## config.mk

```make
export PLATFORM = sky130hd
export DESIGN_NAME = gate_array
export DESIGN_NICKNAME = d
export VERILOG_FILES = /design/src/common/gate_array_pkg.sv /design/src/interrupt/raster_interrupt.sv /design/src/source/gate_array.sv /design/src/source/gate_array_regs.sv /design/src/video/pixel_decoder.sv
export SDC_FILE = /design/constraint.sdc
export NUM_CORES = 1
export LEC_CHECK = 0
export BUFFER_PORTS_ARGS = -buffer_cell sky130_fd_sc_hd__buf_2
export CAP_MARGIN = 30
export CORE_MARGIN = 2
export CORE_UTILIZATION = 45
export CTS_BUF_LIST = sky130_fd_sc_hd__clkbuf_4
export DETAILED_ROUTE_END_ITERATION = 10
export HOLD_SLACK_MARGIN = 0.1
export MAX_ROUTING_LAYER = met4
export PLACE_DENSITY = 0.65
export SETUP_SLACK_MARGIN = 0.05
export SKIP_LAST_GASP = 1
export SYNTH_ARGS = -nofsm -noshare
export SYNTH_HDL_FRONTEND = slang
export SYNTH_SLANG_ARGS = --single-unit
export TNS_END_PERCENT = 20
```

## constraint.sdc

```tcl
create_clock -name clk_i -period 2.8 [get_ports clk_i]
set_input_delay 0.56 -clock clk_i [delete_from_list [all_inputs] [get_ports clk_i]]
set_output_delay 0.56 -clock clk_i [all_outputs]
set_load 0.01 [all_outputs]
```

## src/common/gate_array_pkg.sv

```systemverilog
package gate_array_pkg;

	// ==========================================================
	// Bus decode
	// ==========================================================

	// Gate array answers on A15:A14 = 01
	localparam logic [1:0] GA_SEL_BITS = 2'b01;
	// ROM select latch, A13 low
	localparam int unsigned ROMSEL_ADDR_BIT = 13;
	// RAM bank register, A15 low
	localparam int unsigned BANK_SEL_BIT = 15;

	// Memory regions for ROM overlay, by A15:A14
	localparam logic [1:0] UROM_PAGE = 2'b11;
	localparam logic [1:0] LROM_PAGE = 2'b00;

	// Function field in D7:D6
	localparam logic [1:0] FN_PEN = 2'd0;
	localparam logic [1:0] FN_INK = 2'd1;
	localparam logic [1:0] FN_RMR = 2'd2;
	localparam logic [1:0] FN_MMR = 2'd3;

	// ==========================================================
	// Video
	// ==========================================================

	// Screen modes, code 3 falls back to 4 bpp
	localparam logic [1:0] MODE_4BPP = 2'd0;
	localparam logic [1:0] MODE_2BPP = 2'd1;
	localparam logic [1:0] MODE_1BPP = 2'd2;

	// Last palette slot holds the border ink
	localparam logic [4:0] BORDER_PEN = 5'd16;

	// Hardware colour number to 24-bit RGB
	localparam logic [23:0] HW_COLOUR_RGB [32] = '{
		24'h7f7f7f, 24'h7f7f7f, 24'h00ff7f, 24'hffff7f,
		24'h00007f, 24'hff007f, 24'h007f7f, 24'hff7f7f,
		24'hff007f, 24'hffff7f, 24'hffff00, 24'hffffff,
		24'hff0000, 24'hff00ff, 24'hff7f00, 24'hff7fff,
		24'h00007f, 24'h00ff7f, 24'h00ff00, 24'h00ffff,
		24'h000000, 24'h0000ff, 24'h007f00, 24'h007fff,
		24'h7f007f, 24'h7fff7f, 24'h7fff00, 24'h7fffff,
		24'h7f0000, 24'h7f00ff, 24'h7f7f00, 24'h7f7fff
	};

	// ==========================================================
	// Raster interrupt
	// ==========================================================

	localparam logic [5:0] HSYNC_PERIOD = 6'd52;
	localparam logic [1:0] VSYNC_DELAY = 2'd2;
	localparam logic [6:0] INT_HOLD_MAX = 7'd96;

	// Command byte, same function field in every view
	typedef union packed {
		struct packed {
			logic [1:0] fn;
			logic       rsvd;
			logic [4:0] val;
		} pen;
		struct packed {
			logic [1:0] fn;
			logic       rsvd;
			logic       int_clear;
			logic       urom_dis;
			logic       lrom_dis;
			logic [1:0] mode;
		} rmr;
		struct packed {
			logic [1:0] fn;
			logic [5:0] cfg;
		} mmr;
	} ga_cmd_u;

endpackage

```

## src/interrupt/raster_interrupt.sv

```systemverilog
`timescale 1ns/1ps

module raster_interrupt (
	input  logic clk_i,
	input  logic nreset_i,
	input  logic hsync_i,
	input  logic vsync_i,
	input  logic nioreq_i,
	input  logic nm1_i,
	input  logic int_clear_i,
	output logic nint_o
);
	import gate_array_pkg::*;

	logic       hsync_q;
	logic       vsync_q;
	logic       ack_q;
	logic       ack;
	logic       hsync_fall;
	logic       vsync_rise;
	logic       ack_rise;
	// Line counter, 0 to 51
	logic [5:0] line_cnt;
	logic [5:0] line_next;
	logic       line_wrap;
	// Vsync re-alignment
	logic       vs_pending;
	logic [1:0] vs_falls;
	logic       realign;
	logic       raise;
	logic [6:0] hold_cnt;

	// ==========================================================
	// Edge detection
	// ==========================================================

	// Z80 interrupt acknowledge, IORQ with M1
	assign ack = !nioreq_i && !nm1_i;
	assign hsync_fall = hsync_q && !hsync_i;
	assign vsync_rise = vsync_i && !vsync_q;
	assign ack_rise = ack && !ack_q;

	// ==========================================================
	// Line count
	// ==========================================================

	assign line_wrap = hsync_fall && (line_cnt == HSYNC_PERIOD - 6'd1);
	// Second hsync fall after vsync
	assign realign = vs_pending && hsync_fall && (vs_falls == VSYNC_DELAY - 2'd1);

	// Acknowledge drops bit 5, pushing the next interrupt out
	always_comb
	begin
		if (line_wrap)
			line_next = '0;
		else if (hsync_fall)
			line_next = line_cnt + 6'd1;
		else
			line_next = line_cnt;
		if (ack_rise)
			line_next[5] = 1'b0;
	end

	// Bit 5 set means 32 lines or more since the last interrupt
	assign raise = !int_clear_i && (realign ? line_cnt[5] : line_wrap);

	always_ff @(posedge clk_i)
	begin
		if (!nreset_i)
		begin
			hsync_q <= 1'b0;
			vsync_q <= 1'b0;
			ack_q <= 1'b0;
			line_cnt <= '0;
			vs_pending <= 1'b0;
			vs_falls <= '0;
		end
		else
		begin
			hsync_q <= hsync_i;
			vsync_q <= vsync_i;
			ack_q <= ack;
			if (int_clear_i || realign)
				line_cnt <= '0;
			else
				line_cnt <= line_next;
			// Restart the wait on every vsync rise
			if (vsync_rise)
			begin
				vs_pending <= 1'b1;
				vs_falls <= '0;
			end
			else if (realign)
				vs_pending <= 1'b0;
			else if (vs_pending && hsync_fall)
				vs_falls <= vs_falls + 2'd1;
		end
	end

	// ==========================================================
	// Interrupt hold
	// ==========================================================

	// Non-zero while INT is asserted, counts clocks low
	always_ff @(posedge clk_i)
	begin
		if (!nreset_i)
			hold_cnt <= '0;
		else if (int_clear_i)
			hold_cnt <= '0;
		else if (raise && (hold_cnt == '0))
			hold_cnt <= 7'd1;
		else if (ack_rise || (hold_cnt == INT_HOLD_MAX))
			hold_cnt <= '0;
		else if (hold_cnt != '0)
			hold_cnt <= hold_cnt + 7'd1;
	end

	assign nint_o = (hold_cnt == '0);

	// Interrupt never outlasts the hold window
	a_int_hold: assert property (@(posedge clk_i) disable iff (!nreset_i)
		(hold_cnt == INT_HOLD_MAX) |=> nint_o)
		else $error("raster_interrupt: nint_o low past %0d clocks", INT_HOLD_MAX);

endmodule

```

## src/source/gate_array.sv

```systemverilog
`timescale 1ns/1ps

module gate_array (
	input  logic        clk_i,
	input  logic        nreset_i,
	// Z80 bus
	input  logic [15:0] a_i,
	input  logic [7:0]  d_i,
	input  logic        nwr_i,
	input  logic        nrd_i,
	input  logic        nmreq_i,
	input  logic        nioreq_i,
	input  logic        nm1_i,
	output logic        nint_o,
	// Memory map
	output logic        nromen_o,
	output logic [5:0]  romsel_o,
	output logic [8:0]  ramsel_o,
	// Video from the CRT controller
	input  logic [7:0]  dv_i,
	input  logic [2:0]  video_pixel_i,
	input  logic        border_i,
	input  logic        vsync_i,
	input  logic        hsync_i,
	output logic [23:0] color_dat_o
);

	// Palette update path
	logic       ink_we;
	logic [4:0] ink_pen;
	logic [4:0] ink_val;
	logic [1:0] mode;
	// RMR interrupt reset
	logic       int_clear;

	// ==========================================================
	// Blocks
	// ==========================================================

	gate_array_regs u_regs (
		.clk_i       (clk_i),
		.nreset_i    (nreset_i),
		.a_i         (a_i),
		.d_i         (d_i),
		.nwr_i       (nwr_i),
		.nrd_i       (nrd_i),
		.nmreq_i     (nmreq_i),
		.nioreq_i    (nioreq_i),
		.ink_we_o    (ink_we),
		.ink_pen_o   (ink_pen),
		.ink_val_o   (ink_val),
		.mode_o      (mode),
		.int_clear_o (int_clear),
		.nromen_o    (nromen_o),
		.romsel_o    (romsel_o),
		.ramsel_o    (ramsel_o)
	);

	pixel_decoder u_pixel (
		.clk_i         (clk_i),
		.nreset_i      (nreset_i),
		.dv_i          (dv_i),
		.video_pixel_i (video_pixel_i),
		.border_i      (border_i),
		.mode_i        (mode),
		.ink_we_i      (ink_we),
		.ink_pen_i     (ink_pen),
		.ink_val_i     (ink_val),
		.color_dat_o   (color_dat_o)
	);

	raster_interrupt u_irq (
		.clk_i       (clk_i),
		.nreset_i    (nreset_i),
		.hsync_i     (hsync_i),
		.vsync_i     (vsync_i),
		.nioreq_i    (nioreq_i),
		.nm1_i       (nm1_i),
		.int_clear_i (int_clear),
		.nint_o      (nint_o)
	);

endmodule

```

## src/source/gate_array_regs.sv

```systemverilog
`timescale 1ns/1ps

module gate_array_regs (
	input  logic        clk_i,
	input  logic        nreset_i,
	input  logic [15:0] a_i,
	input  logic [7:0]  d_i,
	input  logic        nwr_i,
	input  logic        nrd_i,
	input  logic        nmreq_i,
	input  logic        nioreq_i,
	output logic        ink_we_o,
	output logic [4:0]  ink_pen_o,
	output logic [4:0]  ink_val_o,
	output logic [1:0]  mode_o,
	output logic        int_clear_o,
	output logic        nromen_o,
	output logic [5:0]  romsel_o,
	output logic [8:0]  ramsel_o
);
	import gate_array_pkg::*;

	// ==========================================================
	// Bus decode
	// ==========================================================

	ga_cmd_u    cmd;
	logic       io_wr;
	logic       ga_wr;
	logic       ink_wr;
	logic       rmr_wr;
	logic       ink_wr_q;
	logic       rmr_wr_q;
	logic       mem_rd;
	// Register state
	logic [4:0] pen_q;
	logic [1:0] mode_q;
	logic       urom_dis_q;
	logic       lrom_dis_q;
	logic [8:0] ramsel_q;
	logic [5:0] romsel_q;

	assign cmd = d_i;

	// Z80 I/O write, held for several clocks
	assign io_wr = !nioreq_i && !nwr_i;
	assign ga_wr = io_wr && (a_i[15:14] == GA_SEL_BITS);
	assign ink_wr = ga_wr && (cmd.pen.fn == FN_INK);
	assign rmr_wr = ga_wr && (cmd.pen.fn == FN_RMR);
	assign mem_rd = !nmreq_i && !nrd_i;

	// Strobes only on the first cycle of a write
	assign ink_we_o = ink_wr && !ink_wr_q;
	assign int_clear_o = rmr_wr && !rmr_wr_q && cmd.rmr.int_clear;

	assign ink_pen_o = pen_q;
	assign ink_val_o = cmd.pen.val;
	assign mode_o = mode_q;
	assign romsel_o = romsel_q;
	assign ramsel_o = ramsel_q;

	// ROM overlays the top and bottom 16K on reads
	// Disable bits are active high
	assign nromen_o = !(mem_rd && (((a_i[15:14] == UROM_PAGE) && !urom_dis_q) ||
		((a_i[15:14] == LROM_PAGE) && !lrom_dis_q)));

	// ==========================================================
	// Registers
	// ==========================================================

	always_ff @(posedge clk_i)
	begin
		if (!nreset_i)
		begin
			ink_wr_q <= 1'b0;
			rmr_wr_q <= 1'b0;
			pen_q <= '0;
			mode_q <= '0;
			urom_dis_q <= 1'b0;
			lrom_dis_q <= 1'b0;
			ramsel_q <= '0;
			romsel_q <= '0;
		end
		else
		begin
			ink_wr_q <= ink_wr;
			rmr_wr_q <= rmr_wr;
			// Pen pointer
			if (ga_wr && (cmd.pen.fn == FN_PEN))
				pen_q <= cmd.pen.val;
			// Mode and ROM enables
			if (rmr_wr)
			begin
				mode_q <= cmd.rmr.mode;
				urom_dis_q <= cmd.rmr.urom_dis;
				lrom_dis_q <= cmd.rmr.lrom_dis;
			end
			// Bank config plus A10:A8 for the extended pages, kept in page layout
			if (io_wr && !a_i[BANK_SEL_BIT] && (cmd.mmr.fn == FN_MMR))
				ramsel_q <= {cmd.mmr.cfg[2], a_i[10:8], cmd.mmr.cfg[5:3], cmd.mmr.cfg[1:0]};
			// Upper ROM number
			if (io_wr && !a_i[ROMSEL_ADDR_BIT])
				romsel_q <= d_i[5:0];
		end
	end

	// Palette and interrupt strobes fire once per CPU write
	a_strobe_single: assert property (@(posedge clk_i) disable iff (!nreset_i)
		(ink_we_o || int_clear_o) |=> !(ink_we_o || int_clear_o))
		else $error("gate_array_regs: write strobe held for two cycles");

endmodule

```

## src/video/pixel_decoder.sv

```systemverilog
`timescale 1ns/1ps

module pixel_decoder (
	input  logic        clk_i,
	input  logic        nreset_i,
	input  logic [7:0]  dv_i,
	input  logic [2:0]  video_pixel_i,
	input  logic        border_i,
	input  logic [1:0]  mode_i,
	input  logic        ink_we_i,
	input  logic [4:0]  ink_pen_i,
	input  logic [4:0]  ink_val_i,
	output logic [23:0] color_dat_o
);
	import gate_array_pkg::*;

	// 16 pens plus border
	logic [4:0]  ink_q [17];
	logic [3:0]  m0_pen;
	logic [1:0]  m1_pen;
	logic        m2_pen;
	logic [4:0]  pen;
	logic [4:0]  hw_col;
	logic [23:0] color_q;

	// ==========================================================
	// Pixel extraction
	// ==========================================================

	// Mode 0, two pixels per byte, bits interleaved
	// Even pixel on the odd bit positions
	always_comb
	begin
		if (!video_pixel_i[2])
			m0_pen = {dv_i[1], dv_i[3], dv_i[5], dv_i[7]};
		else
			m0_pen = {dv_i[0], dv_i[2], dv_i[4], dv_i[6]};
	end

	// Mode 1, four pixels, low bit from the high nibble
	always_comb
	begin
		case (video_pixel_i[2:1])
			2'd0: m1_pen = {dv_i[3], dv_i[7]};
			2'd1: m1_pen = {dv_i[2], dv_i[6]};
			2'd2: m1_pen = {dv_i[1], dv_i[5]};
			default: m1_pen = {dv_i[0], dv_i[4]};
		endcase
	end

	// Mode 2, eight pixels MSB first
	// 7 - n is the bitwise inverse for 3 bits
	assign m2_pen = dv_i[~video_pixel_i];

	// Pen select, border overrides the video byte
	always_comb
	begin
		if (border_i)
			pen = BORDER_PEN;
		else
		begin
			case (mode_i)
				MODE_2BPP: pen = {3'b000, m1_pen};
				MODE_1BPP: pen = {4'b0000, m2_pen};
				// Mode 0 and the unused code 3
				default: pen = {1'b0, m0_pen};
			endcase
		end
	end

	assign hw_col = ink_q[pen];

	// ==========================================================
	// Palette and output
	// ==========================================================

	always_ff @(posedge clk_i)
	begin
		if (!nreset_i)
		begin
			for (int i = 0; i < 17; i++)
				ink_q[i] <= '0;
		end
		else if (ink_we_i && (ink_pen_i <= BORDER_PEN))
			ink_q[ink_pen_i] <= ink_val_i;
	end

	// One clock from video inputs to RGB
	// Cleared palette shows hardware colour 0
	always_ff @(posedge clk_i)
	begin
		if (!nreset_i)
			color_q <= HW_COLOUR_RGB[0];
		else
			color_q <= HW_COLOUR_RGB[hw_col];
	end

	assign color_dat_o = color_q;

	// Pens 17 to 31 have no palette slot
	a_pen_range: assert property (@(posedge clk_i) disable iff (!nreset_i)
		ink_we_i |-> (ink_pen_i <= BORDER_PEN))
		else $warning("pixel_decoder: ink write to pen %0d ignored", ink_pen_i);

endmodule
```

==> metrics.txt <==
Seq. cell area=3576 sq um; Hold WC Path Type=input port to register; Worst Setup End Kind=register; TritonCTS buffer count=17; crit path max fanout=7; mux share of post-synthesis cell area=0.07871; Rows=44; share of cells above drive strength 1=0.3172; Slew @ Worst Pin=0.7588 ns; Post-synth ARST share=0; CP bufs+invs=3; Leak Pwr=3.007 nW; slowest cell on the critical path=or4b_4; Core Util, Final=0.5518; first-pass GRT wire length=25.38 mm; final setup TNS=-0.06199 ns; DP Area=7486 sq um; initial core utilization=0.4563; largest family of logic cells by synthesized area=simple AND/OR/NAND/NOR gates; Synth Flop Type=edfxtp_1; critical path class=register to register; largest net degree at the start of global routing=33; Post-Synth XOR/XNOR Area=0.01464; synthesized flop and latch total=about 140; core area=14420 sq um; min Tclk post-route=2.829 ns; CTS tree=done; startpoint types=register; fin nets=approximately 800; Clk Latency, worst-skew pair=roughly 0.53 ns; final setup fails=3; DP Cell Count=between 900 and 1000; EDFF count, synth=85; die width=124.9 um; First DRT Iteration DRCs=344; syn nets=685; sequential share of the synthesized area=0.5430; post-synth cell types=59; area leader, netlist=edfxtp_1; outcome=finished with violations; Filler cells=1282; Reg clk slew, reported paths=approximately 0.12 ns; Hold Fails Final Rpt=0; final clock period utilization by the worst path=1.010; Mapped Avg Cell Area=10.38 sq um; Root Driver=clkbuf_4; pre-CTS worst setup slack=-0.4372 ns; Syn-to-layout area delta=20.93%; n_diodes=0; fin. max-slew vios=0; die area=15610 sq um; post-synthesis compound-gate area fraction=0.07814; Clock Sinks=between 100 and 150; overall power=~4 mW; port buffer count=75; drt pass-1 iters=5; worst path required time=3.25 ns; GP Congestion=between 0.8 and 0.9; Final WS setup=-0.02861 ns; Worst setup endpoint=u_pixel.color_dat_o[23]$_SDFF_PN0_; peak supply drop=371.8 uV; CP Depth=12; cell family with most CP delay=simple AND/OR/NAND/NOR gates; antenna violations before repair=0; WHS=about 0.20 ns; CP Data Arrival Time=roughly 3.3 ns; Simple-Gate Fraction of Synth Area=0.2143; CP max stage delay=about 0.57 ns; area of the multi-input gates=2798 sq um; vias post-DR=between 5000 and 6000; Syn Inst Count=approximately 630; failing checks=setup timing; RR Endpoint=u_pixel.color_dat_o[23]$_SDFF_PN0_; dominant cells by area after synthesis=edfxtp_1 39%, dfxtp_1 16%, nor3_1 6.8%, mux2i_1 4.6%, nor2_1 3.9%; die height=124.9 um; Clock Tree Buf Depth=2; unrepaired setup endpoints after global routing=true; Routed WL=roughly 16 mm; GRT Util Overall=0.2123; yosys warns=0; io pins=86; area of the mapped netlist=6581 sq um; fin cells=roughly 950; setup slack, reg-to-reg=-0.03 ns; Critical Path, Cell by Cell=inv_2 > ha_4 > a21o_1 > or4b_4 > nand2_8 > buf_6 > mux4_2 > a32oi_2 > o211ai_2 > buf_4 > nand2b_4 > o32ai_2; Worst Reg2Reg Path Length in Cells=12; total congestion overflow=0; Adder-Cell Fraction of Synth Area=0.01141; vias in the first global route=4887; Routed Antenna Nets=0; hold depth=2; WL/cell=16.98 um; pwr dens=495.6 nW/um^2; final instance area=roughly 8000 sq um; worst hold start=nm1_i; worst r2r src=u_regs.mode_o[0]$_SDFFE_PN0P_; worst rel slew slack=0.4910; Post-DP HPWL=11.14 mm; DRC=0; fmax=353.5 MHz; crit path from=u_regs.mode_o[0]$_SDFFE_PN0P_; H-tree depth=4; MaxCap Viol Count=0; Max Clock Skew=0.01675 ns; average vias per placed instance=roughly 5.5; Synth top area share=0.3878
[Yosys cell counts, drive strengths merged, types with 6 or more instances]
cell,instances
a21oi,6
and3,8
buf,27
clkbuf,35
dfxtp,51
edfxtp,85
ha,6
inv,9
mux2,9
mux2i,30
nand2,48
nand2b,6
nand3,35
nor2,69
nor3,90
o21ai,36
xnor2,6
[cell usage in the layout, fill, tap and decap left out, types with 17 or more instances in the layout]
cell type   n
buf_2      75
clkbuf_4   17
edfxtp_1   85
mux2i_1    29
nand3_1    34
nor3_1     90
o21ai_0    35
nand2_1    45
nor2_1     67
dfxtp_1    49
buf_4      77
[cell families (layout without fill, tap and decap cells)]
logic type      after synthesis  count (layout)
buf+inv                      76             204
xor+xnor                     11              11
flops                       136             136
mux                          44              44
fa+ha+maj                     6               6
compound gates               73              73
simple gates                288             289
[state kept, by name, summed over array words and instances, names as in the netlist, 2 cells and up]
signal / flops
u_regs.mode_o: 2
u_pixel.color_dat_o: 6
u_irq.hold_cnt: 7
u_pixel.ink_q: 85
u_irq.vs_falls: 2
u_irq.line_cnt: 6
u_regs.romsel_o: 6
u_regs.ink_pen_o: 5
u_regs.ramsel_o: 9
[area by class of cell]
class | instances | share of cell area
tap | 184 | 0.02893
multi-input combinational | 423 | 0.3515
timing repair buffer | 158 | 0.1321
clock buffer | 17 | 0.01604
inverter | 14 | 0.006603
clock inverter | 15 | 0.01556
sequential | 136 | 0.4493
[per-layer routing]
| metal | global-route usage | vias up | wire length (um) |
|---|---|---|---|
| met5 | - | - | 0 |
| met4 | 0.05621 | 0 | 207 |
| li1 | - | 2516 | - |
| met2 | 0.3472 | 182 | 7907 |
| met1 | 0.2728 | 2494 | 6878 |
| met3 | 0.04236 | 21 | 1089 |
[where the power goes]
part / switching (mW) / internal, mW
registers: 0.0304 / 2.18
logic: 0.303 / 0.245
clock network: 0.739 / 0.446
[worst min path at each step]
stage,to,slack [ns]
after detailed placement,u_regs.romsel_o[5]$_SDFFE_PN0P_,0.48
after floorplan,u_regs.urom_dis_q$_SDFFE_PN0P_,0.46
after global routing,u_irq.ack_q$_SDFF_PN0_,0.15
after CTS,u_irq.ack_q$_SDFF_PN0_,0.17
after global placement,u_regs.ramsel_o[3]$_SDFFE_PN0P_,0.47
final,u_irq.ack_q$_SDFF_PN0_,0.20
[worst reg2reg max path, cell delays in order (launching register included)]
cell	delay, ns
dfxtp_2	0.36
inv_2	0.04
ha_4	0.20
a21o_1	0.16
or4b_4	0.57
nand2_8	0.12
buf_6	0.12
mux4_2	0.31
a32oi_2	0.25
o211ai_2	0.19
buf_4	0.19
nand2b_4	0.13
o32ai_2	0.10
[timing repair]
item | in CTS | in global routing
pin swaps | 10 | 11
gates cloned | 0 | 1
setup buffers | 4 | 2
endpoints found under the setup margin | 7 | 7
hold buffers | 0 | 0
gates resized for setup | 12 | 20
No activity file was read; power rests on OpenSTA's default activity.
